[src/include/coreMemory_settings.svh]
`ifndef CORE_MEMORY_SETTINGS_SVH
`define CORE_MEMORY_SETTINGS_SVH

// Low address bits that index the array, giving 256K words
`define MEM_ADDR_BITS 18

// Cycles from a decoded command to the first acknowledge.
// The sequencer needs at least 2
`define ACCESS_LATENCY 4

`endif
[src/rtl/sbusPkg.sv]
// Types seen on the SBUS between a master and the core memory.
// Bit numbering follows the KL10, so bit 0 is the most significant bit
package sbusPkg;

  // One 36-bit memory word as carried on the SBUS data lines
  typedef logic [0:35] memWord;

  // A 22-bit physical word address.
  // Bits 34:35 give the word within the quadword where the transfer starts
  typedef logic [14:35] physAddr;

  // Position of a word inside a quadword
  typedef logic [0:1] wordOffset;

  // Request bits, one for each word of the quadword.
  // Bit 0 is the first word served, then bit 1 and so on
  typedef logic [0:3] rqMask;

  // Lines driven by the master.
  // start is a one-cycle strobe that is only raised while the memory is idle
  typedef struct packed {
    // Begins a transfer when high for one cycle
    logic    start;
    // Set for a write, clear for a read
    logic    wrRq;
    // Words wanted from the quadword
    rqMask   rq;
    // Quadword address and starting offset
    physAddr adr;
    // Write data, valid in the cycle after each acknowledge
    memWord  dataIn;
  } sbusRequest;

  // Lines driven by the memory.
  // There is no back-pressure, so the master must take each strobe as it comes
  typedef struct packed {
    // One cycle per word that is served
    logic   ackn;
    // Read data strobe, one cycle after the matching acknowledge
    logic   dataValid;
    // Read data, held at the last read word between strobes
    memWord dataOut;
  } sbusResponse;

endpackage

[src/rtl/memCorePkg.sv]
`include "coreMemory_settings.svh"

// Types internal to the core memory controller
package memCorePkg;

  // Sequencer states.
  // LATENCY models the core access time, then ACK and XFER alternate per word
  typedef enum logic [1:0] {
    IDLE,
    LATENCY,
    ACK,
    XFER
  } seqState;

  // Counter wide enough to hold the access latency
  typedef logic [$clog2(`ACCESS_LATENCY)-1:0] latencyCount;

  // Index into the word array
  typedef logic [`MEM_ADDR_BITS-1:0] memIndex;

  // A checked request as handed from decode to execute
  typedef struct packed {
    logic               valid;
    logic               write;
    sbusPkg::rqMask     rq;
    // Address with the offset bits cleared
    sbusPkg::physAddr   quadBase;
    sbusPkg::wordOffset offset;
  } memCommand;

  // What execute produces in a given cycle
  typedef struct packed {
    logic            ackPulse;
    logic            readValid;
    sbusPkg::memWord readData;
  } wordEvent;

endpackage

[src/rtl/responseDriver.sv]
`timescale 1ns/1ps

// Result stage of the core memory.
// All SBUS lines driven by the memory come straight from flops, one cycle
// after the event from the sequencer
module responseDriver (
  input  logic                 SBUS,
  input  logic                 rstN,
  input  memCorePkg::wordEvent evt,
  output sbusPkg::sbusResponse response
);

  always_ff @(posedge SBUS) begin
    if (!rstN) begin
      response.ackn      <= 1'b0;
      response.dataValid <= 1'b0;
      response.dataOut   <= '0;
    end else begin
      response.ackn      <= evt.ackPulse;
      response.dataValid <= evt.readValid;
      // Data lines only move on a read strobe and stay put otherwise
      if (evt.readValid) begin
        response.dataOut <= evt.readData;
      end
    end
  end

  // The master tells a word from its acknowledge by timing alone
  acknWithValid: assert property (
    @(posedge SBUS) disable iff (!rstN)
    !(response.ackn && response.dataValid)
  ) else $error("ackn and dataValid high together on the SBUS");

  // For a read the data strobe comes exactly one cycle after ackn
  validAfterAckn: assert property (
    @(posedge SBUS) disable iff (!rstN)
    response.dataValid |-> $past(response.ackn)
  ) else $error("dataValid without an ackn in the cycle before");

endmodule

[config.mk]
export PLATFORM = sky130hd
export DESIGN_NAME = responseDriver
export DESIGN_NICKNAME = d
export VERILOG_FILES = /design/src/rtl/sbusPkg.sv /design/src/rtl/memCorePkg.sv /design/src/rtl/responseDriver.sv
export VERILOG_INCLUDE_DIRS = /design/src /design/src/include
export SDC_FILE = /design/constraint.sdc
export NUM_CORES = 1
export LEC_CHECK = 0
export BUFFER_PORTS_ARGS = -buffer_cell sky130_fd_sc_hd__buf_4
export CAP_MARGIN = 10
export CELL_PAD_IN_SITES_DETAIL_PLACEMENT = 2
export CELL_PAD_IN_SITES_GLOBAL_PLACEMENT = 2
export CORE_MARGIN = 2
export CORE_UTILIZATION = 26
export DETAILED_ROUTE_END_ITERATION = 6
export GPL_ROUTABILITY_DRIVEN = 0
export PLACE_DENSITY_LB_ADDON = 0.12
export SLEW_MARGIN = 20
export SYNTH_ARGS = -nofsm -noshare
export SYNTH_HDL_FRONTEND = slang
export SYNTH_SLANG_ARGS = --single-unit
[constraint.sdc]
create_clock -name SBUS -period 1.05 [get_ports SBUS]
set_input_delay 0.21 -clock SBUS [delete_from_list [all_inputs] [get_ports SBUS]]
set_output_delay 0.21 -clock SBUS [all_outputs]
set_load 0.1 [all_outputs]
Word-level counts from Yosys, hierarchy flattened
Cells that the tools add are included.
{ "totals": {"reg_bits": 38, "inputBits": 40, "output_inout_bits": 38, "wordCells": 3} }

Longest topological paths before layout
Gate-level depths: netlist (run 1).
{ "logic_depth": {"ltp_word": 0, "ltp_mapped": 4, "depth_no_buf": 2} }

Least setup slack after synthesis (run 1)
Ideal clock, no wire load.
{ "synth_path": {"path_kind": "register to register", "from": "register, netlist name response[0]", "to": "register response[0] (netlist name)", "t_arrival_ps": 1194, "synth_period_minus_slack_ps": 1261, "stages_incl_launch_ff": 3, "setup_slack_ps": -211, "path_cell_list": "dfxtp_1 > mux2i_1 > nor2b_1"} }
{ "synth_lines": {"columns": ["element", "line_no", "source"], "rows": [
  ["to (decl)", "responseDriver.sv:10", "output sbusPkg::sbusResponse response"]
]} }

Final worst setup path (run 1)
{ "layout_path": {"from": "register response[7] (netlist name)", "to": "output response[7] (netlist name)"} }
No word-level cell between the ends.

==> results of run 1 <==
layout make-up:
cell class                      instances  area [µm²]  area share
Sequential cell                        38       825.8      0.3022
Clock buffer                            8       110.1     0.04029
Tap cell                               72       90.09     0.03297
Timing Repair Buffer                   81        1109      0.4057
Multi-Input combinational cell         74       598.1      0.2189
power by group through the flow:
stage               combinational [W]  sequential (W)  clock [W]
CTS                           0.00132         0.00164    0.00121
global placement              0.00108         0.00162          0
floorplan                    0.000206         0.00224          0
finish                        0.00132         0.00163    0.00117
detailed placement            0.00111         0.00162          0
global route                  0.00137         0.00164    0.00127
cell usage in the layout, fill, tap and decap left out:
cell type / synthesis / routed
nor2b_1: 36 / 36
mux2i_1: 36 / 36
buf_4: 0 / 41
clkbuf_8: 0 / 8
buf_12: 3 / 40
and2_1: 2 / 2
dfxtp_2: 0 / 31
dfxtp_4: 0 / 7
path summary, 6_finish.rpt:
kind / from / slack [ns] / endpoint
min reg2reg: response[24]$_SDFFE_PN0P_ / 0.55 / response[24]$_SDFFE_PN0P_
min: evt[37] / 0.14 / response[37]$_SDFF_PN0_
max reg2reg: response[30]$_SDFFE_PN0P_ / 0.23 / response[30]$_SDFFE_PN0P_
max: response[7]$_SDFFE_PN0P_ / 0.007 / response[7]
cells by family (layout without fill, tap and decap cells):
logic type,Yosys count,in the layout,share of synthesized area
buffers and inverters,8,89,0.06055
flip-flops,38,38,0.5260
multiplexers,36,36,0.2491
AND/OR/NAND/NOR,38,38,0.1644
per-layer routing:
| layer | up-vias | GRT usage | wire length, µm |
|---|---|---|---|
| met1 | 553 | 0.1441 | 1512 |
| met5 | - | 0 | 0 |
| li1 | 549 | - | - |
| met4 | 0 | 0.04737 | 45 |
| met2 | 43 | 0.3085 | 2665 |
| met3 | 5 | 0.04943 | 275 |
stage by stage:
step	util	instances	worst slack (ns)	power (W)	hold WS, ns
4_1_cts	0.4974	273	-0.007149	0.004173	0.1257
2_1_floorplan	-	120	0.1069	0.002445	0.3372
3_3_place_gp	0.3888	263	0.1581	0.002700	0.4219
6_report	0.5024	273	0.007162	0.004125	0.1351
5_1_grt	0.5024	273	-0.02360	0.004282	0.1283
3_5_place_dp	0.3888	263	0.06858	0.002729	0.4304
worst reg2reg max path, stage by stage (launching register included):
cell and delay, ns:
dfxtp_2 0.34, buf_4 0.13, mux2i_1 0.17, nor2b_1 0.08
timing repair:
action / CTS / global route
setup endpoints to repair: 38 / 34
hold buffers: 0 / 0
setup buffers: 2 / 0
gates resized for setup: 112 / 9
==> flow_summary.toml, run 1 <==
[run_status]
status = "finished clean"

[sta]
post-route-period-util = 0.9932
hold_viol = 0
max_freq_ghz = 0.9589
rsz0062_at_grt = "yes"
skew_ns = 0
fin_setup_tns_ns = 0
tightest_slew_ns = 0.3068
setup_violations = 0
slew_headroom = 0.7955
fin_crit_ns = 1.043
drv_slew = 0

[drt]
avgRoutedWirePerCell_um = 16.48
drtIter0Drc = 25
drt-total-wl_um = 4499
firstDrtPassIters = 2
avgViaCountPerCell = 4.212
drc_errors = 0
postRouteAntennaNets = 0
num_vias = 1150

[grt]
grt_pass1_vias = 1438
antenna_found_initial = 0
grt_pass1_wl_um = 7155
grt_remaining_overflow = 0
grtUsageTotal = 0.1535
grt_max_degree = 39

[floorplanning]
core_mm2 = 0.005439
fp.dieW_um = 78.59
start_util = 0.2659
fp.dieH_um = 78.59
design.die.area_mm2 = 0.006176
io_pins = 78
rows = 27

[yosys]
synth.top_cell.area_share = 0.5260
ys_seq_elements = 38
synth_most_common_cell = "dfxtp_1"
synth_nets = 160
yosys.area.top_type = "dfxtp_1"
ys.flop_type = "dfxtp_1"
synthCells = 120
ys_top_cells_by_count = "dfxtp_1, mux2i_1, nor2b_1"
syn-cell-area_mm2 = 0.001446
synth.distinct_cells = 8
async_flop_share = 0
synth_warnings = 0
synth_area_leaders = "dfxtp_1, mux2i_1, nor2b_1, buf_12, and2_1"
synth-edff-count = 0
postSynthAreaPerCell_um2 = 12.05
ys_seq_area_frac = 0.5260

[power_and_ir_drop]
ir_drop_uv = 733.5
switching_share = 0.3381
p_clk_frac = 0.284
power_switching_w = 0.001395
p_int_w = 0.002730
power_density_mw_per_mm2 = 1510
pwr-share-seq = 0.396
pwr-share-comb = 0.320
leakage_nw = 1.209

[setup_path]
worstSetupPathType = "reg2out"
max_stage_delay_ns = 0.37
reg2regPathDepth = 3
worstPathCellList = "buf_12"
arrival_ns = 0.83
worstPathRequired_ns = 0.84
crit_path_max_fanout = 2
start_kind = "flip-flop"
crit_buf_inv = 1
slowest_stage = "dfxtp_4"
cp.depth = 1
cp_top_family = "flip-flops"
critPathCaptureType = "primary output"

[cells_and_area]
nets = 240
largest_register_ffs = 38
diodes = 0
area_growth_pct = 88.93
regMostFlops = "response"
fill_cells = 519
design_area_mm2 = 0.002733
drive_gt1_frac = 0.6318
top_regs = "response x38"

[placed_design]
dp_hpwl_um = 2948
io_buffers = 77
placed_cell_area_mm2 = 0.002115

[cts]
insertion_delay_ns = 0.28
root_buffer = "clkbuf_8"
htree_levels = 2
clkTransAtPathRegs_ns = 0.08
cts_sinks = 38
cts_made_buffers = 5
cts_tree = "yes"
cts.path.max_buffers = 2

[hold_path]
whs_path_depth = 2
hold_class = "in2reg"

[run]
maxCapViolCount = 0
No activity file was read; power rests on OpenSTA's default activity.
==> run 2: changes to the inputs <==
Settings changed: ABC_AREA set to 1, CORE_UTILIZATION 26 to 22.
==> run 2 against run 1 <==
Effect of this change: core utilization is 9.5 points lower; sequential share of layout area is 0.96 points lower; cell count is 48% higher; sequential cell count stayed put; maximum frequency is 0.76% higher; routed wire length is 1.6% higher; synthesized cell count is 95% higher; area after synthesis is 9.0% higher; register-to-register slack better by 0.17 ns; total power is 0.26% lower; global-route usage is 3.3 points lower; clock-buffer cell count is 1 lower; critical endpoint is now response[30]; largest cell class unchanged.
==> flow_summary.toml, run 2 <==
[yosys]
synth.distinct_cells = 7
async_flop_share = 0
ys_seq_area_frac = 0.4825
synthCells = 234
synth_nets = 274
ys.flop_type = "dfxtp_1"
ys_top_cells_by_count = "nand2_1, nor2_1, dfxtp_1, inv_1, buf_6"
synth-edff-count = 0
syn-cell-area_mm2 = 0.001577
synth_area_leaders = "dfxtp_1, nand2_1, nor2_1, inv_1, buf_6"
yosys.area.top_type = "dfxtp_1"
synth_most_common_cell = "nand2_1"
synth_warnings = 0
synth.top_cell.area_share = 0.4825
postSynthAreaPerCell_um2 = 6.737
ys_seq_elements = 38

[grt]
grt_pass1_wl_um = 7320
antenna_found_initial = 0
met2_usage = 0.2056
grtUsageTotal = 0.1203
grt_pass1_vias = 1579
use_met1 = 0.1408
grt_remaining_overflow = 0
grtUsageMet3 = 0.04291
grt_max_degree = 39
busiest_layer = "met2"

[drt]
drtIter0Drc = 27
drc_errors = 0
avgRoutedWirePerCell_um = 11.28
firstDrtPassIters = 3
avgViaCountPerCell = 3.835
drt-total-wl_um = 4570
postRouteAntennaNets = 0
num_vias = 1553

[setup_path]
r2r-start = "response[30]$_SDFFE_PN0P_"
cp_top_family = "flip-flops"
slowest_stage = "dfxtp_4"
reg2regPathDepth = 2
max_stage_delay_ns = 0.37
cp-startpoint = "response[30]$_SDFFE_PN0P_"
start_kind = "flip-flop"
arrival_ns = 0.82
endpoint = "response[30]"
worstSetupPathType = "reg2out"
worstPathRequired_ns = 0.84
crit_path_max_fanout = 2
worstPathCellList = "buf_12"
cp.depth = 1
crit_buf_inv = 1
critPathCaptureType = "primary output"
worst_r2r_endpoint = "response[30]$_SDFFE_PN0P_"
r2r_slack_ns = 0.40

[power_and_ir_drop]
power_switching_w = 0.001543
p_clk_frac = 0.230
leakage_nw = 1.451
ir_drop_uv = 801.3
power_density_mw_per_mm2 = 1471
pwr-share-seq = 0.404
switching_share = 0.3750
pwr-share-comb = 0.366
p_int_w = 0.002572

[cts]
cts_made_buffers = 5
cts_tree = "yes"
cts.path.max_buffers = 2
htree_levels = 2
root_buffer = "clkbuf_8"
ctsHoldBuffers = 0
insertion_delay_ns = 0.28
cts_sinks = 38
clkTransAtPathRegs_ns = 0.07

[floorplanning]
core_mm2 = 0.006869
design.die.area_mm2 = 0.007859
rows = 30
fp.dieH_um = 88.65
fp.dieW_um = 88.65
start_util = 0.2295
io_pins = 78

[sta]
slew_headroom = 0.7314
tightest_slew_ns = 0.4028
fin_setup_tns_ns = 0
whs_ns = 0.1135
fin_crit_ns = 1.035
rsz0062_at_grt = "yes"
hold_viol = 0
skew_ns = 0
drv_slew = 0
post-route-period-util = 0.9857
max_freq_ghz = 0.9662
setup_violations = 0

[hold_path]
hold_class = "in2reg"
whs_path_depth = 3

[placed_design]
dp_cells = 398
dp_hpwl_um = 3081
io_buffers = 77

[run_status]
status = "finished clean"

[run]
maxCapViolCount = 0

[cells_and_area]
mostFrequentLayoutCell = "nand2_1"
largest_register_ffs = 38
area_growth_pct = 77.38
nets = 349
drive_gt1_frac = 0.3981
diodes = 0
layout_common_cells = "nand2_1, nor2_1, buf_4, inv_1, buf_12"
regMostFlops = "response"
top_regs = "response x38"
instances_no_fill = 405
run 2: cell count changes after synthesis, moves of 2 or more:
cell	before	now
nor2b_1	36	0
inv_1	0	38
buf_6	1	10
nor2_1	0	72
buf_12	3	0
and2_1	2	0
nand2_1	0	74
mux2i_1	36	0
clkbuf_1	3	0
run 2: worst min-delay path: cells and delay by family:
kind / cells / cell delay [ns]
buffers and inverters: 2 / 0.12
and+or+nand+nor: 1 / 0.04
run 2: per-layer routing:
metal	vias to the layer above	wire length (µm)
li1	805	-
met1	695	1886
met2	49	2321
met3	4	335
met4	0	27
met5	-	0
run 2: worst min-delay path by stage:
stage                        from                 endpoint  slack [ns]
after global placement    evt[37]  response[37]$_SDFF_PN0_        0.40
after CTS                 evt[37]  response[37]$_SDFF_PN0_        0.09
final                     evt[37]  response[37]$_SDFF_PN0_        0.11
after floorplan           evt[37]  response[37]$_SDFF_PN0_        0.31
after global routing      evt[37]  response[37]$_SDFF_PN0_        0.11
after detailed placement  evt[37]  response[37]$_SDFF_PN0_        0.40
run 2: timing repair:
item	4_1_cts	5_1_grt
resized for setup	113	3
endpoints found under the setup margin	38	32
buffers inserted	0	0
run 2: power groups by stage:
| stage | registers, W | logic [W] | clock network [W] |
|---|---|---|---|
| 2_1_floorplan | 0.00236 | 0.000252 | 0 |
| 3_3_place_gp | 0.00165 | 0.00126 | 0 |
| 3_5_place_dp | 0.00165 | 0.00127 | 0 |
| 4_1_cts | 0.00167 | 0.00152 | 0.00103 |
| 5_1_grt | 0.00168 | 0.00159 | 0.00107 |
| 6_report | 0.00166 | 0.00151 | 0.000944 |
run 2: cell families after synthesis:
logic type / count (synthesis) / synth area share
flip-flops: 38 / 0.4825
buffers and inverters: 50 / 0.1698
AND/OR/NAND/NOR: 146 / 0.3476
run 2: final cells by class:
| class | instances | area [µm²] |
|---|---|---|
| flip-flops and latches | 38 | 818.3 |
| repair buffers | 80 | 1091 |
| fillers | 809 | 4073 |
| clock buffers | 7 | 76.32 |
| multi-input cells | 146 | 548.0 |
| well taps | 96 | 120.1 |
| inverters | 38 | 142.6 |
run 2: through the flow:
step | utilization | cell area (µm²) | power (W) | setup slack (ns)
after CTS | 0.4060 | 2789 | 0.004213 | -0.01161
after global routing | 0.4071 | 2796 | 0.004342 | -0.01710
final | 0.4071 | 2796 | 0.004114 | 0.01505
after detailed placement | 0.3268 | 2245 | 0.002922 | 0.1652
after global placement | 0.3268 | 2245 | 0.002904 | 0.1908
after floorplan | - | 1624 | 0.002616 | 0.1533
