### src/include/coreMemory_settings.svh
`ifndef CORE_MEMORY_SETTINGS_SVH
`define CORE_MEMORY_SETTINGS_SVH

// Low address bits that index the array, giving 256K words
`define MEM_ADDR_BITS 18

// Cycles from a decoded command to the first acknowledge.
// The sequencer needs at least 2
`define ACCESS_LATENCY 4

`endif
### src/rtl/sbusPkg.sv
// Types seen on the SBUS between a master and the core memory.
// Bit numbering follows the KL10, so bit 0 is the most significant bit
package sbusPkg;

  // One 36-bit memory word as carried on the SBUS data lines
  typedef logic [0:35] memWord;

  // A 22-bit physical word address.
  // Bits 34:35 give the word within the quadword where the transfer starts
  typedef logic [14:35] physAddr;

  // Position of a word inside a quadword
  typedef logic [0:1] wordOffset;

  // Request bits, one for each word of the quadword.
  // Bit 0 is the first word served, then bit 1 and so on
  typedef logic [0:3] rqMask;

  // Lines driven by the master.
  // start is a one-cycle strobe that is only raised while the memory is idle
  typedef struct packed {
    // Begins a transfer when high for one cycle
    logic    start;
    // Set for a write, clear for a read
    logic    wrRq;
    // Words wanted from the quadword
    rqMask   rq;
    // Quadword address and starting offset
    physAddr adr;
    // Write data, valid in the cycle after each acknowledge
    memWord  dataIn;
  } sbusRequest;

  // Lines driven by the memory.
  // There is no back-pressure, so the master must take each strobe as it comes
  typedef struct packed {
    // One cycle per word that is served
    logic   ackn;
    // Read data strobe, one cycle after the matching acknowledge
    logic   dataValid;
    // Read data, held at the last read word between strobes
    memWord dataOut;
  } sbusResponse;

endpackage

### src/rtl/memCorePkg.sv
`include "coreMemory_settings.svh"

// Types internal to the core memory controller
package memCorePkg;

  // Sequencer states.
  // LATENCY models the core access time, then ACK and XFER alternate per word
  typedef enum logic [1:0] {
    IDLE,
    LATENCY,
    ACK,
    XFER
  } seqState;

  // Counter wide enough to hold the access latency
  typedef logic [$clog2(`ACCESS_LATENCY)-1:0] latencyCount;

  // Index into the word array
  typedef logic [`MEM_ADDR_BITS-1:0] memIndex;

  // A checked request as handed from decode to execute
  typedef struct packed {
    logic               valid;
    logic               write;
    sbusPkg::rqMask     rq;
    // Address with the offset bits cleared
    sbusPkg::physAddr   quadBase;
    sbusPkg::wordOffset offset;
  } memCommand;

  // What execute produces in a given cycle
  typedef struct packed {
    logic            ackPulse;
    logic            readValid;
    sbusPkg::memWord readData;
  } wordEvent;

endpackage

### src/rtl/requestDecode.sv
`timescale 1ns/1ps

// Decode stage of the core memory.
// A start strobe is checked and turned into a command that is valid for exactly
// one cycle, one clock after start was sampled
module requestDecode (
  input  logic                  SBUS,
  input  logic                  rstN,
  input  sbusPkg::sbusRequest   request,
  input  logic                  busy,
  output memCorePkg::memCommand cmd
);
  import sbusPkg::*;

  // Address split into the quadword base and the starting word
  physAddr   quadBase;
  wordOffset startOffset;
  logic      accept;

  assign quadBase    = {request.adr[14:33], 2'b00};
  assign startOffset = request.adr[34:35];

  // The sequencer only raises busy the cycle after cmd.valid, so a command
  // that is still on its way blocks a new one as well.
  // A request with no bits set would serve nothing and is dropped here
  assign accept = request.start && !busy && !cmd.valid && (request.rq != '0);

  always_ff @(posedge SBUS) begin
    if (!rstN) begin
      cmd.valid <= 1'b0;
    end else begin
      cmd.valid <= accept;
    end

    // Command fields only mean something while valid is high
    if (accept) begin
      cmd.write    <= request.wrRq;
      cmd.rq       <= request.rq;
      cmd.quadBase <= quadBase;
      cmd.offset   <= startOffset;
    end
  end

  // A command must never reach the sequencer while it is still serving the
  // previous one, since the sequencer would silently lose it
  cmdWhileBusy: assert property (
    @(posedge SBUS) disable iff (!rstN)
    cmd.valid |-> !busy
  ) else $error("Command issued while the sequencer is busy");

endmodule

### config.mk
export PLATFORM = sky130hd
export DESIGN_NAME = requestDecode
export DESIGN_NICKNAME = d
export VERILOG_FILES = /design/src/rtl/sbusPkg.sv /design/src/rtl/memCorePkg.sv /design/src/rtl/requestDecode.sv
export VERILOG_INCLUDE_DIRS = /design/src /design/src/include
export SDC_FILE = /design/constraint.sdc
export NUM_CORES = 1
export LEC_CHECK = 0
export CORE_ASPECT_RATIO = 1.25
export CORE_MARGIN = 2
export CORE_UTILIZATION = 52
export DETAILED_ROUTE_END_ITERATION = 7
export DONT_BUFFER_PORTS = 1
export GPL_TIMING_DRIVEN = 0
export PLACE_DENSITY = 0.7
export SLEW_MARGIN = 20
export SYNTH_ARGS = -nofsm -noshare
export SYNTH_HDL_FRONTEND = slang
export SYNTH_SLANG_ARGS = --single-unit
### constraint.sdc
create_clock -name SBUS -period 1.5 [get_ports SBUS]
set_input_delay 0.225 -clock SBUS [delete_from_list [all_inputs] [get_ports SBUS]]
set_output_delay 0.225 -clock SBUS [all_outputs]
set_load 0.005 [all_outputs]
# Word-level counts from Yosys, hierarchy flattened
# Index checks and enable logic that the tools add are counted.
# totals
regBits,28
wordCells,11
out_inout_bits,30
input_bits,67
# classes
reduce_logical,6
# ops
operator,n
nonzero test 4 bit,1
logical AND 1 bit,3
zero test 1 bit,2

# Depth between registers and ports, before layout
# Gate-level depths: netlist of run 1.
# logic_depth
word_depth,4
mapped_depth,2
ltp_nobuf,2

# Least setup slack after synthesis of run 1
# Ideal clock, no wire load.
# synth_path
path_type,register -> register
startpoint,register cmd[29] (netlist bit)
endpoint,"register cmd[0] (netlist bit), enable pin"
required_time_ns,1.114
setup_ns,0.386
synth_period_minus_slack_ns,1.516
n_path_buf,0
path_stages_with_launch,3
arrival_time_ns,1.129
slack_ns,-0.016
cell_sequence,dfxtp_1 > nor2_1 > and3b_1
# synth_via
elab_chain_len,3
# synth_lines
item,line_no,text
start: declaration,requestDecode.sv:11,output memCorePkg::memCommand cmd
zero test 1 bit,requestDecode.sv:26,assign accept = request.start && !busy && !cmd.valid && (request.rq != '0);
logical AND 1 bit (2 in series),requestDecode.sv:26,
net accept,requestDecode.sv:18,logic accept;
# The timed path passes the listed nets, and every way through them passes these cells.
# A chain may end at the register's enable or synchronous reset.

# Worst setup path in the final report of run 1
# layout_path
startpoint,register cmd[29] (netlist bit)
endpoint,"register cmd[18] (netlist bit), enable pin"
# The elaborated chain is that of the path after synthesis.

==> summary.md, run 1 <==
| Metric | Value |
|---|---|
| Core Area | `1580 um^2` |
| Congestion Overflow GR | `0` |
| Per-cell routed wire length | `17.5 um` |
| I/O pins | `97` |
| Maximum clock insertion buffer count | `2` |
| Sw Pwr | `0.000241 W` |
| Reg power frac | `0.683` |
| Max VDD drop | `0.00101 V` |
| Clock Latency Late Sink | `0.31 ns` |
| Logic pwr share | `0.060` |
| Initial Util | `0.559` |
| Largest registers | `cmd (28)` |
| Clock sinks | `28` |
| Routability cong. | `0.617` |
| Residual DRC count | `0` |
| RSZ-0062 raised after global routing | `false` |
| Area delta synth->final | `37.8%` |
| Std-Cell Rows | `16` |
| Slew Limit Headroom | `0.618` |
| Post-synth top area cell | `edfxtp_1` |
| Routed Antenna Nets | `0` |
| Reg area | `831 um^2` |
| Final setup viols | `0` |
| DR iter-0 viols | `11` |
| Die Ht | `50.1 um` |
| Post-Route WL | `1490 um` |
| Fmax | `0.707 GHz` |
| Vias in the first global route | `400` |
| Syn Inst Count | `35` |
| Die area | `2050 um^2` |
| Hold slack | `0.106 ns` |
| Clock power frac | `0.257` |
| Ant. Diodes | `0` |
| Int Pwr | `0.00110 W` |
| Max cap viols | `0` |
| Share of the yosys chip area belonging to registers | `0.939` |
| Switching share of power | `0.180` |
| Post-Synth XOR/XNOR Area | `0` |
| Status | `complete, no violations` |
| Synth Area in Compound Gates | `0` |
| Yosys reg bits | `28` |
| Synth Cell Area | `885 um^2` |
| Initial antenna violation count | `0` |
| WS Path Type | `flip-flop to flip-flop` |
| Crit path capture type | `flip-flop` |
| Die width | `40.9 um` |
| Yosys warns | `0` |
| Unique masters post-synth | `8` |
| Area occupied by multi-input gates | `43.8 um^2` |
| Synth Area in Simple Gates | `0.0396` |
| CTS clock-pin slew for the worst setup and hold paths | `0.13 ns` |
| CTS tree | `built` |
| Commonest non-fill, non-tap cells in the layout | `edfxtp_1, dlygate4sd3_1, clkbuf_4, buf_4, conb_1` |
| Largest net degree at the start of global routing | `28` |
| GRT Util Overall | `0.138` |
| Worst slew pin tran | `0.573 ns` |
| Final worst-path cycle share | `0.943` |
| Setup TNS | `0 ns` |
| Minimum clock period | `1.41 ns` |
| Startpoint Class | `flip-flop` |
| Most flops, register | `cmd` |
| Clk root buf | `clkbuf_4` |
| Clk_skew | `0.00299 ns` |
| First-pass detailed-route iteration total | `4` |
| Largest family of logic cells by synthesized area | `simple AND/OR/NAND/NOR gates` |
| Post-Synth Adder-Cell Area | `0` |
| Post-CTS Setup Inserts | `0` |
| Port Buffers | `0` |
| CTS H-Tree Depth | `1` |
| Max reg flops | `28` |
| Dominant cells by area after synthesis | `edfxtp_1, dfxtp_1, buf_4` |
| Syn Area/Cell | `25.3 um^2` |
| Yosys top cell area share | `0.917` |
| Filler cells | `75` |
| Vias per inst | `5.13` |
| Slew Limit Fails | `0` |
| Multiplexer share of the synthesized area | `0` |
| Hold Violations, Final | `0` |
| Critical path fanouts, max | `27` |
| Worst EP required | `1.47 ns` |
| Hold Path Class | `input port to flip-flop` |
| Total vias in the final route | `436` |
| Final #Nets | `135` |
| CP arrival | `1.38 ns` |
| Global-route wire length before repair | `1860 um` |
| CTS Buf Count | `3` |
| Leak pwr | `0.425 nW` |
| PwrDens | `1100 nW/um^2` |
| Fraction of layout cells with a size suffix above 1 | `0.119` |
[metrics by stage]
stage / worst slack, ns / area (um^2) / power (W) / utilization / instances
after global placement: 0.178 / 912 / 0.000955 / 0.577 / 54
final: 0.0859 / 1220 / 0.00134 / 0.771 / 85
after detailed placement: 0.127 / 912 / 0.000958 / 0.577 / 54
after CTS: 0.105 / 1220 / 0.00135 / 0.771 / 85
after global routing: 0.00978 / 1220 / 0.00139 / 0.771 / 85
after floorplan: 0.263 / 890 / 0.000948 / - / 36
[path summary, 6_finish.rpt]
kind | from | endpoint | slack [ns] | cells after the start
hold / removal | request[63] | cmd[29] | 0.11 | 1
setup / recovery | cmd[29] | cmd[18] | 0.09 | 2
hold reg to reg | cmd[29] | cmd[29] | 0.64 | 2
setup reg to reg | cmd[29] | cmd[18] | 0.09 | 2
[what timing repair did]
action                     in CTS  in global routing
hold endpoints to repair       27                  0
hold buffers                   27                  0
resized for setup               0                  0
setup endpoints to repair       0                  0
[layer usage]
layer,GRT usage,up-vias,part of all wire
li1,-,197,-
met1,0.144,200,0.36
met2,0.237,39,0.52
met3,0.0450,0,0.12
met4,0.0500,0,0
met5,0,-,0
[cell families (layout without fill, tap and decap cells)]
group                  after synthesis  in the layout
DFF                                 28             28
other                                1              2
and+or+nand+nor                      4              4
buffers and inverters                2             33
[layout make-up]
type | instances | area share
buffer | 2 | 0.0123
clock buffer | 4 | 0.0298
multi-input combinational | 6 | 0.0359
sequential | 28 | 0.682
tap | 18 | 0.0185
timing repair buffer | 27 | 0.222
[power groups by stage]
| stage | Combinational [W] | Sequential (W) | Clock [W] |
|---|---|---|---|
| floorplan | 0.0000201 | 0.000928 | 0 |
| global placement | 0.0000222 | 0.000933 | 0 |
| detailed placement | 0.0000239 | 0.000934 | 0 |
| CTS | 0.0000794 | 0.000916 | 0.000359 |
| global route | 0.0000865 | 0.000919 | 0.000388 |
| finish | 0.0000803 | 0.000915 | 0.000345 |
[cell usage after synthesis (all sizes together)]
cell type / n
conb: 1
dfxtp: 1
edfxtp: 27
nor4: 1
buf: 2
nor2: 1
and4b: 1
and3b: 1
[worst max-delay path, cell delays in order, from the launching register on]
cell	delay [ns]
dfxtp_1	0.35
nor2_1	0.12
and3b_2	0.59
Note: power is estimated with default switching activity, not from simulation.
==> inputs of run 2 (changes only) <==
--- a/config.mk
+++ b/config.mk
@@ -6,13 +6,13 @@
 export SDC_FILE = /design/constraint.sdc
 export NUM_CORES = 1
 export LEC_CHECK = 0
+export BUFFER_PORTS_ARGS = -buffer_cell sky130_fd_sc_hd__buf_2
 export CORE_ASPECT_RATIO = 1.25
 export CORE_MARGIN = 2
-export CORE_UTILIZATION = 52
+export CORE_UTILIZATION = 25
 export DETAILED_ROUTE_END_ITERATION = 7
-export DONT_BUFFER_PORTS = 1
+export GPL_ROUTABILITY_DRIVEN = 0
 export GPL_TIMING_DRIVEN = 0
-export PLACE_DENSITY = 0.7
 export SLEW_MARGIN = 20
 export SYNTH_ARGS = -nofsm -noshare
 export SYNTH_HDL_FRONTEND = slang
==> summary.md, run 2 (synthesis gave the netlist of run 1 again) <==
| Metric | Value |
|---|---|
| Most flops, register | `cmd` |
| RSZ-0062 raised after global routing | `false` |
| Initial Util | `0.256` |
| FF-to-FF End | `cmd[7]` |
| Residual DRC count | `0` |
| Commonest non-fill, non-tap cells in the layout | `buf_2, edfxtp_1, clkbuf_8, buf_4, conb_1` |
| Ant. Diodes | `0` |
| Startpoint Class | `flip-flop` |
| Clk_skew | `0.00343 ns` |
| Logic pwr share | `0.063` |
| DR iter-0 viols | `10` |
| Most common cell after layout, fill and taps aside | `buf_2` |
| Status | `complete, no violations` |
| Critical path fanouts, max | `27` |
| Fraction of layout cells with a size suffix above 1 | `0.673` |
| Hold depth | `1` |
| Hold path endpoint | `cmd[4]` |
| Sw Pwr | `0.000278 W` |
| Slew Limit Fails | `0` |
| Post-Route WL | `1630 um` |
| CTS H-Tree Depth | `1` |
| Pre-CTS setup slack | `0.0689 ns` |
| Total vias in the final route | `541` |
| Crit path capture type | `flip-flop` |
| Global-route wire length before repair | `2570 um` |
| Int Pwr | `0.00131 W` |
| Worst EP required | `1.43 ns` |
| Final #Nets | `166` |
| Vias in the first global route | `574` |
| Final worst-path cycle share | `0.836` |
| CTS clock-pin slew for the worst setup and hold paths | `0.09 ns` |
| Clock sinks | `28` |
| Core Area | `3450 um^2` |
| Die Ht | `70.5 um` |
| Hold Path Origin | `request[38]` |
| Filler cells | `328` |
| Final std cells w/o fill | `137` |
| Fmax | `0.797 GHz` |
| R2r worst-path depth | `2` |
| Worst r2r src | `cmd[29]` |
| Maximum clock insertion buffer count | `2` |
| Port Buffers | `58` |
| CTS tree | `built` |
| Max reg flops | `28` |
| Std-Cell Rows | `24` |
| WS Path Type | `flip-flop to flip-flop` |
| Final setup viols | `0` |
| Largest net degree at the start of global routing | `28` |
| Setup TNS | `0 ns` |
| Area delta synth->final | `47.2%` |
| Switching share of power | `0.175` |
| Clk root buf | `clkbuf_8` |
| Clock Latency Late Sink | `0.27 ns` |
| Util after Layout | `0.377` |
| Die width | `57.2 um` |
| PwrDens | `1220 nW/um^2` |
| Reg power frac | `0.570` |
| Vias per inst | `3.95` |
| Reg-to-reg slack, setup | `0.25 ns` |
| Clock power frac | `0.367` |
| Per-cell routed wire length | `11.9 um` |
| CP arrival | `1.19 ns` |
| I/O pins | `97` |
| Largest registers | `cmd (28)` |
| Total power | `0.00158 W` |
| Leak pwr | `0.555 nW` |
| Routed Antenna Nets | `0` |
| Final worst setup slack | `0.245 ns` |
| GRT Util Overall | `0.0824` |
| Initial antenna violation count | `0` |
| Congestion Overflow GR | `0` |
| Hold Violations, Final | `0` |
| Max cap viols | `0` |
| Minimum clock period | `1.25 ns` |
| Die area | `4030 um^2` |
| Max VDD drop | `0.000387 V` |
| CTS Buf Count | `3` |
| First-pass detailed-route iteration total | `4` |
| Placed cells | `133` |
| Hold Path Class | `input port to flip-flop` |
==> run 2: how the worst max path moves through the flow <==
stage / from / endpoint / slack [ns] / cells past startpoint
after floorplan: cmd[29] / cmd[0] / 0.26 / 2
after global placement: request[59] / cmd[28] / 0.11 / 3
after detailed placement: request[59] / cmd[13] / 0.07 / 3
after CTS: cmd[29] / cmd[13] / 0.08 / 2
after global routing: cmd[29] / cmd[28] / 0.14 / 2
final: cmd[29] / cmd[7] / 0.25 / 2
==> run 2: critical path, cell delays in order (launching register included) <==
cell     delay (ns)
dfxtp_1        0.32
nor2_1         0.11
and3b_4        0.48
==> run 2: layer usage <==
| layer | track usage | share of wire | vias to the layer above |
|---|---|---|---|
| met5 | 0 | 0 | - |
| met4 | 0.0310 | 0 | 0 |
| met3 | 0.0278 | 0.079 | 0 |
| met2 | 0.151 | 0.55 | 32 |
| met1 | 0.0852 | 0.37 | 251 |
| li1 | - | - | 258 |
==> run 2: power groups by stage <==
| stage | Clock [W] | Combinational (W) | Sequential, W |
|---|---|---|---|
| 2_1_floorplan | 0 | 0.0000201 | 0.000928 |
| 3_3_place_gp | 0 | 0.0000969 | 0.000921 |
| 3_5_place_dp | 0 | 0.000101 | 0.000922 |
| 4_1_cts | 0.000605 | 0.000101 | 0.000904 |
| 5_1_grt | 0.000636 | 0.000110 | 0.000907 |
| 6_report | 0.000582 | 0.000100 | 0.000903 |
==> run 2: final cells by class <==
class | instances | area [um^2] | area share
buffer | 2 | 15.0 | 0.0115
clock buffer | 3 | 41.3 | 0.0317
clock inverter | 1 | 30.0 | 0.0231
multi-input combinational | 6 | 46.3 | 0.0355
sequential | 28 | 831 | 0.638
tap | 39 | 48.8 | 0.0375
timing repair buffer | 58 | 290 | 0.223
==> run 2: through the flow <==
step                      hold slack, ns  instance area [um^2]
after floorplan                    0.324                   890
after global placement             0.402                  1230
after detailed placement           0.403                  1230
after CTS                          0.112                  1300
after global routing               0.101                  1300
final                              0.122                  1300
==> run 2: repair_timing <==
action	4_1_cts	5_1_grt
endpoints found under the setup margin	0	11
hold buffers	0	0
gates resized for setup	0	1
setup buffers	0	0
==> inputs of run 3 (changes only) <==
--- a/config.mk
+++ b/config.mk
@@ -6,6 +6,7 @@
 export SDC_FILE = /design/constraint.sdc
 export NUM_CORES = 1
 export LEC_CHECK = 0
+export ABC_AREA = 1
 export BUFFER_PORTS_ARGS = -buffer_cell sky130_fd_sc_hd__buf_2
 export CORE_ASPECT_RATIO = 1.25
 export CORE_MARGIN = 2
==> constraint.sdc (replaced) <==
create_clock -name SBUS -period 1.18 [get_ports SBUS]
set_input_delay 0.177 -clock SBUS [delete_from_list [all_inputs] [get_ports SBUS]]
set_output_delay 0.177 -clock SBUS [all_outputs]
set_load 0.005 [all_outputs]
==> summary.md, run 3 <==
| Metric | Value |
|---|---|
| Vias in the first global route | `618` |
| RSZ-0062 raised after global routing | `false` |
| Reg power frac | `0.568` |
| Logic pwr share | `0.070` |
| Post-synth ARST share | `0` |
| Sw Pwr | `0.000351 W` |
| Largest net degree at the start of global routing | `17` |
| Clk_skew | `0.00533 ns` |
| DR iter-0 viols | `7` |
| Congestion Overflow GR | `0` |
| Largest family of logic cells by synthesized area | `simple AND/OR/NAND/NOR gates` |
| Setup TNS | `0 ns` |
| Crit path cell chain | `nor2_2 -> nand2_2 -> clkinvlp_4 -> buf_12` |
| CTS Buf Count | `3` |
| Syn Inst Count | `41` |
| Int Pwr | `0.00167 W` |
| Yosys reg bits | `28` |
| Hold Path Class | `input port to flip-flop` |
| Clock power frac | `0.362` |
| Port Buffers | `58` |
| Count leader, synth | `edfxtp_1` |
| Most used DFF post-synth | `edfxtp_1` |
| Residual DRC count | `0` |
| Std-Cell Rows | `24` |
| Post-Route WL | `1650 um` |
| Max cap viols | `0` |
| Bufs and invs on worst path | `2` |
| Final Cell Area | `1350 um^2` |
| Syn Area/Cell | `21.8 um^2` |
| Yosys warns | `0` |
| Area delta synth->final | `51.2%` |
| Critical path fanouts, max | `14` |
| First-pass detailed-route iteration total | `4` |
| Core Area | `3450 um^2` |
| CP max stage cell | `dfxtp_2` |
| Clk root buf | `clkbuf_8` |
| Leak pwr | `0.575 nW` |
| HPWL after detailed placement | `1290 um` |
| Hold Violations, Final | `0` |
| Global-route wire length before repair | `2590 um` |
| Die Ht | `70.8 um` |
| Initial antenna violation count | `0` |
| Minimum clock period | `1.08 ns` |
| Die width | `57.4 um` |
| Share of the yosys chip area belonging to registers | `0.931` |
| Fraction of layout cells with a size suffix above 1 | `0.673` |
| Most flops, register | `cmd` |
| Vias per inst | `3.92` |
| Most frequent cells after synthesis | `edfxtp_1, inv_1, nand2_1` |
| Ant. Diodes | `0` |
| Yosys top cell area share | `0.909` |
| CTS tree | `built` |
| Switching share of power | `0.174` |
| Post-Synth Adder-Cell Area | `0` |
| Post-synth EDFFs | `27` |
| Final #Nets | `175` |
| PwrDens | `1500 nW/um^2` |
| Total vias in the final route | `572` |
| Per-cell routed wire length | `11.3 um` |
| Most common cell after layout, fill and taps aside | `buf_2` |
| CTS H-Tree Depth | `1` |
| Clock Latency Late Sink | `0.27 ns` |
| Cell family with most CP delay | `flip-flops` |
| DP Area | `1240 um^2` |
| WS Path Type | `flip-flop to flip-flop` |
| Final setup viols | `0` |
| Commonest non-fill, non-tap cells in the layout | `buf_2, edfxtp_1, clkinvlp_4, clkbuf_8` |
| Multiplexer share of the synthesized area | `0` |
| Initial Util | `0.258` |
| Largest registers | `cmd (28)` |
| GRT Util Overall | `0.0844` |
| Crit path capture type | `flip-flop` |
| Filler cells | `344` |
| Post-synth top area cell | `edfxtp_1` |
| Util after Layout | `0.391` |
| Max VDD drop | `0.000825 V` |
| Startpoint Class | `flip-flop` |
| I/O pins | `97` |
| Synth Area in Simple Gates | `0.0351` |
| Unique masters post-synth | `8` |
| CP arrival | `1.07 ns` |
| CTS clock-pin slew for the worst setup and hold paths | `0.09 ns` |
| Slew Limit Fails | `0` |
| Critical Path Max Stage Delay | `0.33 ns` |
| Max reg flops | `28` |
| Maximum clock insertion buffer count | `2` |
| Reg-to-reg slack, setup | `0.1 ns` |
| Die area | `4070 um^2` |
| Synth Area in Compound Gates | `0` |
| Fmax | `0.924 GHz` |
| Dominant cells by area after synthesis | `edfxtp_1, dfxtp_1, buf_4` |
| Clock sinks | `28` |
| Worst EP required | `1.17 ns` |
| Status | `complete, no violations` |
| Final worst-path cycle share | `0.917` |
| Post-Synth XOR/XNOR Area | `0` |
| Routed Antenna Nets | `0` |
| Synth Cell Area | `892 um^2` |
## run 3: changes by cell type after synthesis, sizes merged
cell and delta:
and3b -1, and4b -1, inv +3, nand2 +3, nor2 +3, nor4 -1
## run 3: power groups by stage
stage          Clock (W)  Combinational, W  Sequential (W)
4_1_cts         0.000768          0.000135         0.00115
3_5_place_dp           0          0.000132         0.00117
2_1_floorplan          0         0.0000308         0.00118
6_report        0.000730          0.000142         0.00115
5_1_grt         0.000801          0.000158         0.00115
3_3_place_gp           0          0.000127         0.00117
## run 3: area by class of cell
| class | instances | area (um^2) | share of cell area |
|---|---|---|---|
| buffer | 2 | 15.0 | 0.0111 |
| clock buffer | 3 | 41.3 | 0.0306 |
| clock inverter | 1 | 30.0 | 0.0223 |
| inverter | 3 | 15.0 | 0.0111 |
| multi-input combinational | 9 | 41.3 | 0.0306 |
| sequential | 28 | 832 | 0.617 |
| tap | 39 | 48.8 | 0.0362 |
| timing repair buffer | 59 | 310 | 0.230 |
| timing repair inverter | 2 | 15.0 | 0.0111 |
## run 3: logic make-up after synthesis
family        Yosys count
other cells             1
simple gates            7
buf+inv                 5
flops                  28
## run 3: per-layer routing
metal / wire [um] / GRT usage / vias to the layer above
li1: - / - / 275
met1: 490 / 0.0810 / 268
met2: 990 / 0.150 / 27
met3: 151 / 0.0329 / 2
met4: 12 / 0.0465 / 0
met5: 0 / 0 / -
## run 3: metrics by stage
step | hold WS (ns) | setup slack (ns) | total power, W | std cells
after floorplan | 0.276 | -0.00308 | 0.00121 | 42
after global placement | 0.354 | -0.271 | 0.00130 | 139
after detailed placement | 0.356 | -0.320 | 0.00130 | 139
after CTS | 0.0636 | -0.00440 | 0.00205 | 144
after global routing | 0.0525 | 0.0376 | 0.00211 | 146
final | 0.0765 | 0.0981 | 0.00202 | 146
## run 3: worst paths after layout
check              startpoint  endpoint  cells past startpoint
hold / removal    request[53]   cmd[19]                      1
setup / recovery      cmd[29]   cmd[17]                      4
setup reg to reg      cmd[29]   cmd[17]                      4
hold reg to reg       cmd[29]   cmd[29]                      3
## run 3: repair_timing
item,4_1_cts,5_1_grt
endpoints found under the setup margin,27,27
gates resized for setup,1,1
hold endpoints to repair,0,0
pin swaps,1,0
setup buffers,0,1
hold buffers,0,0
cloned,1,1
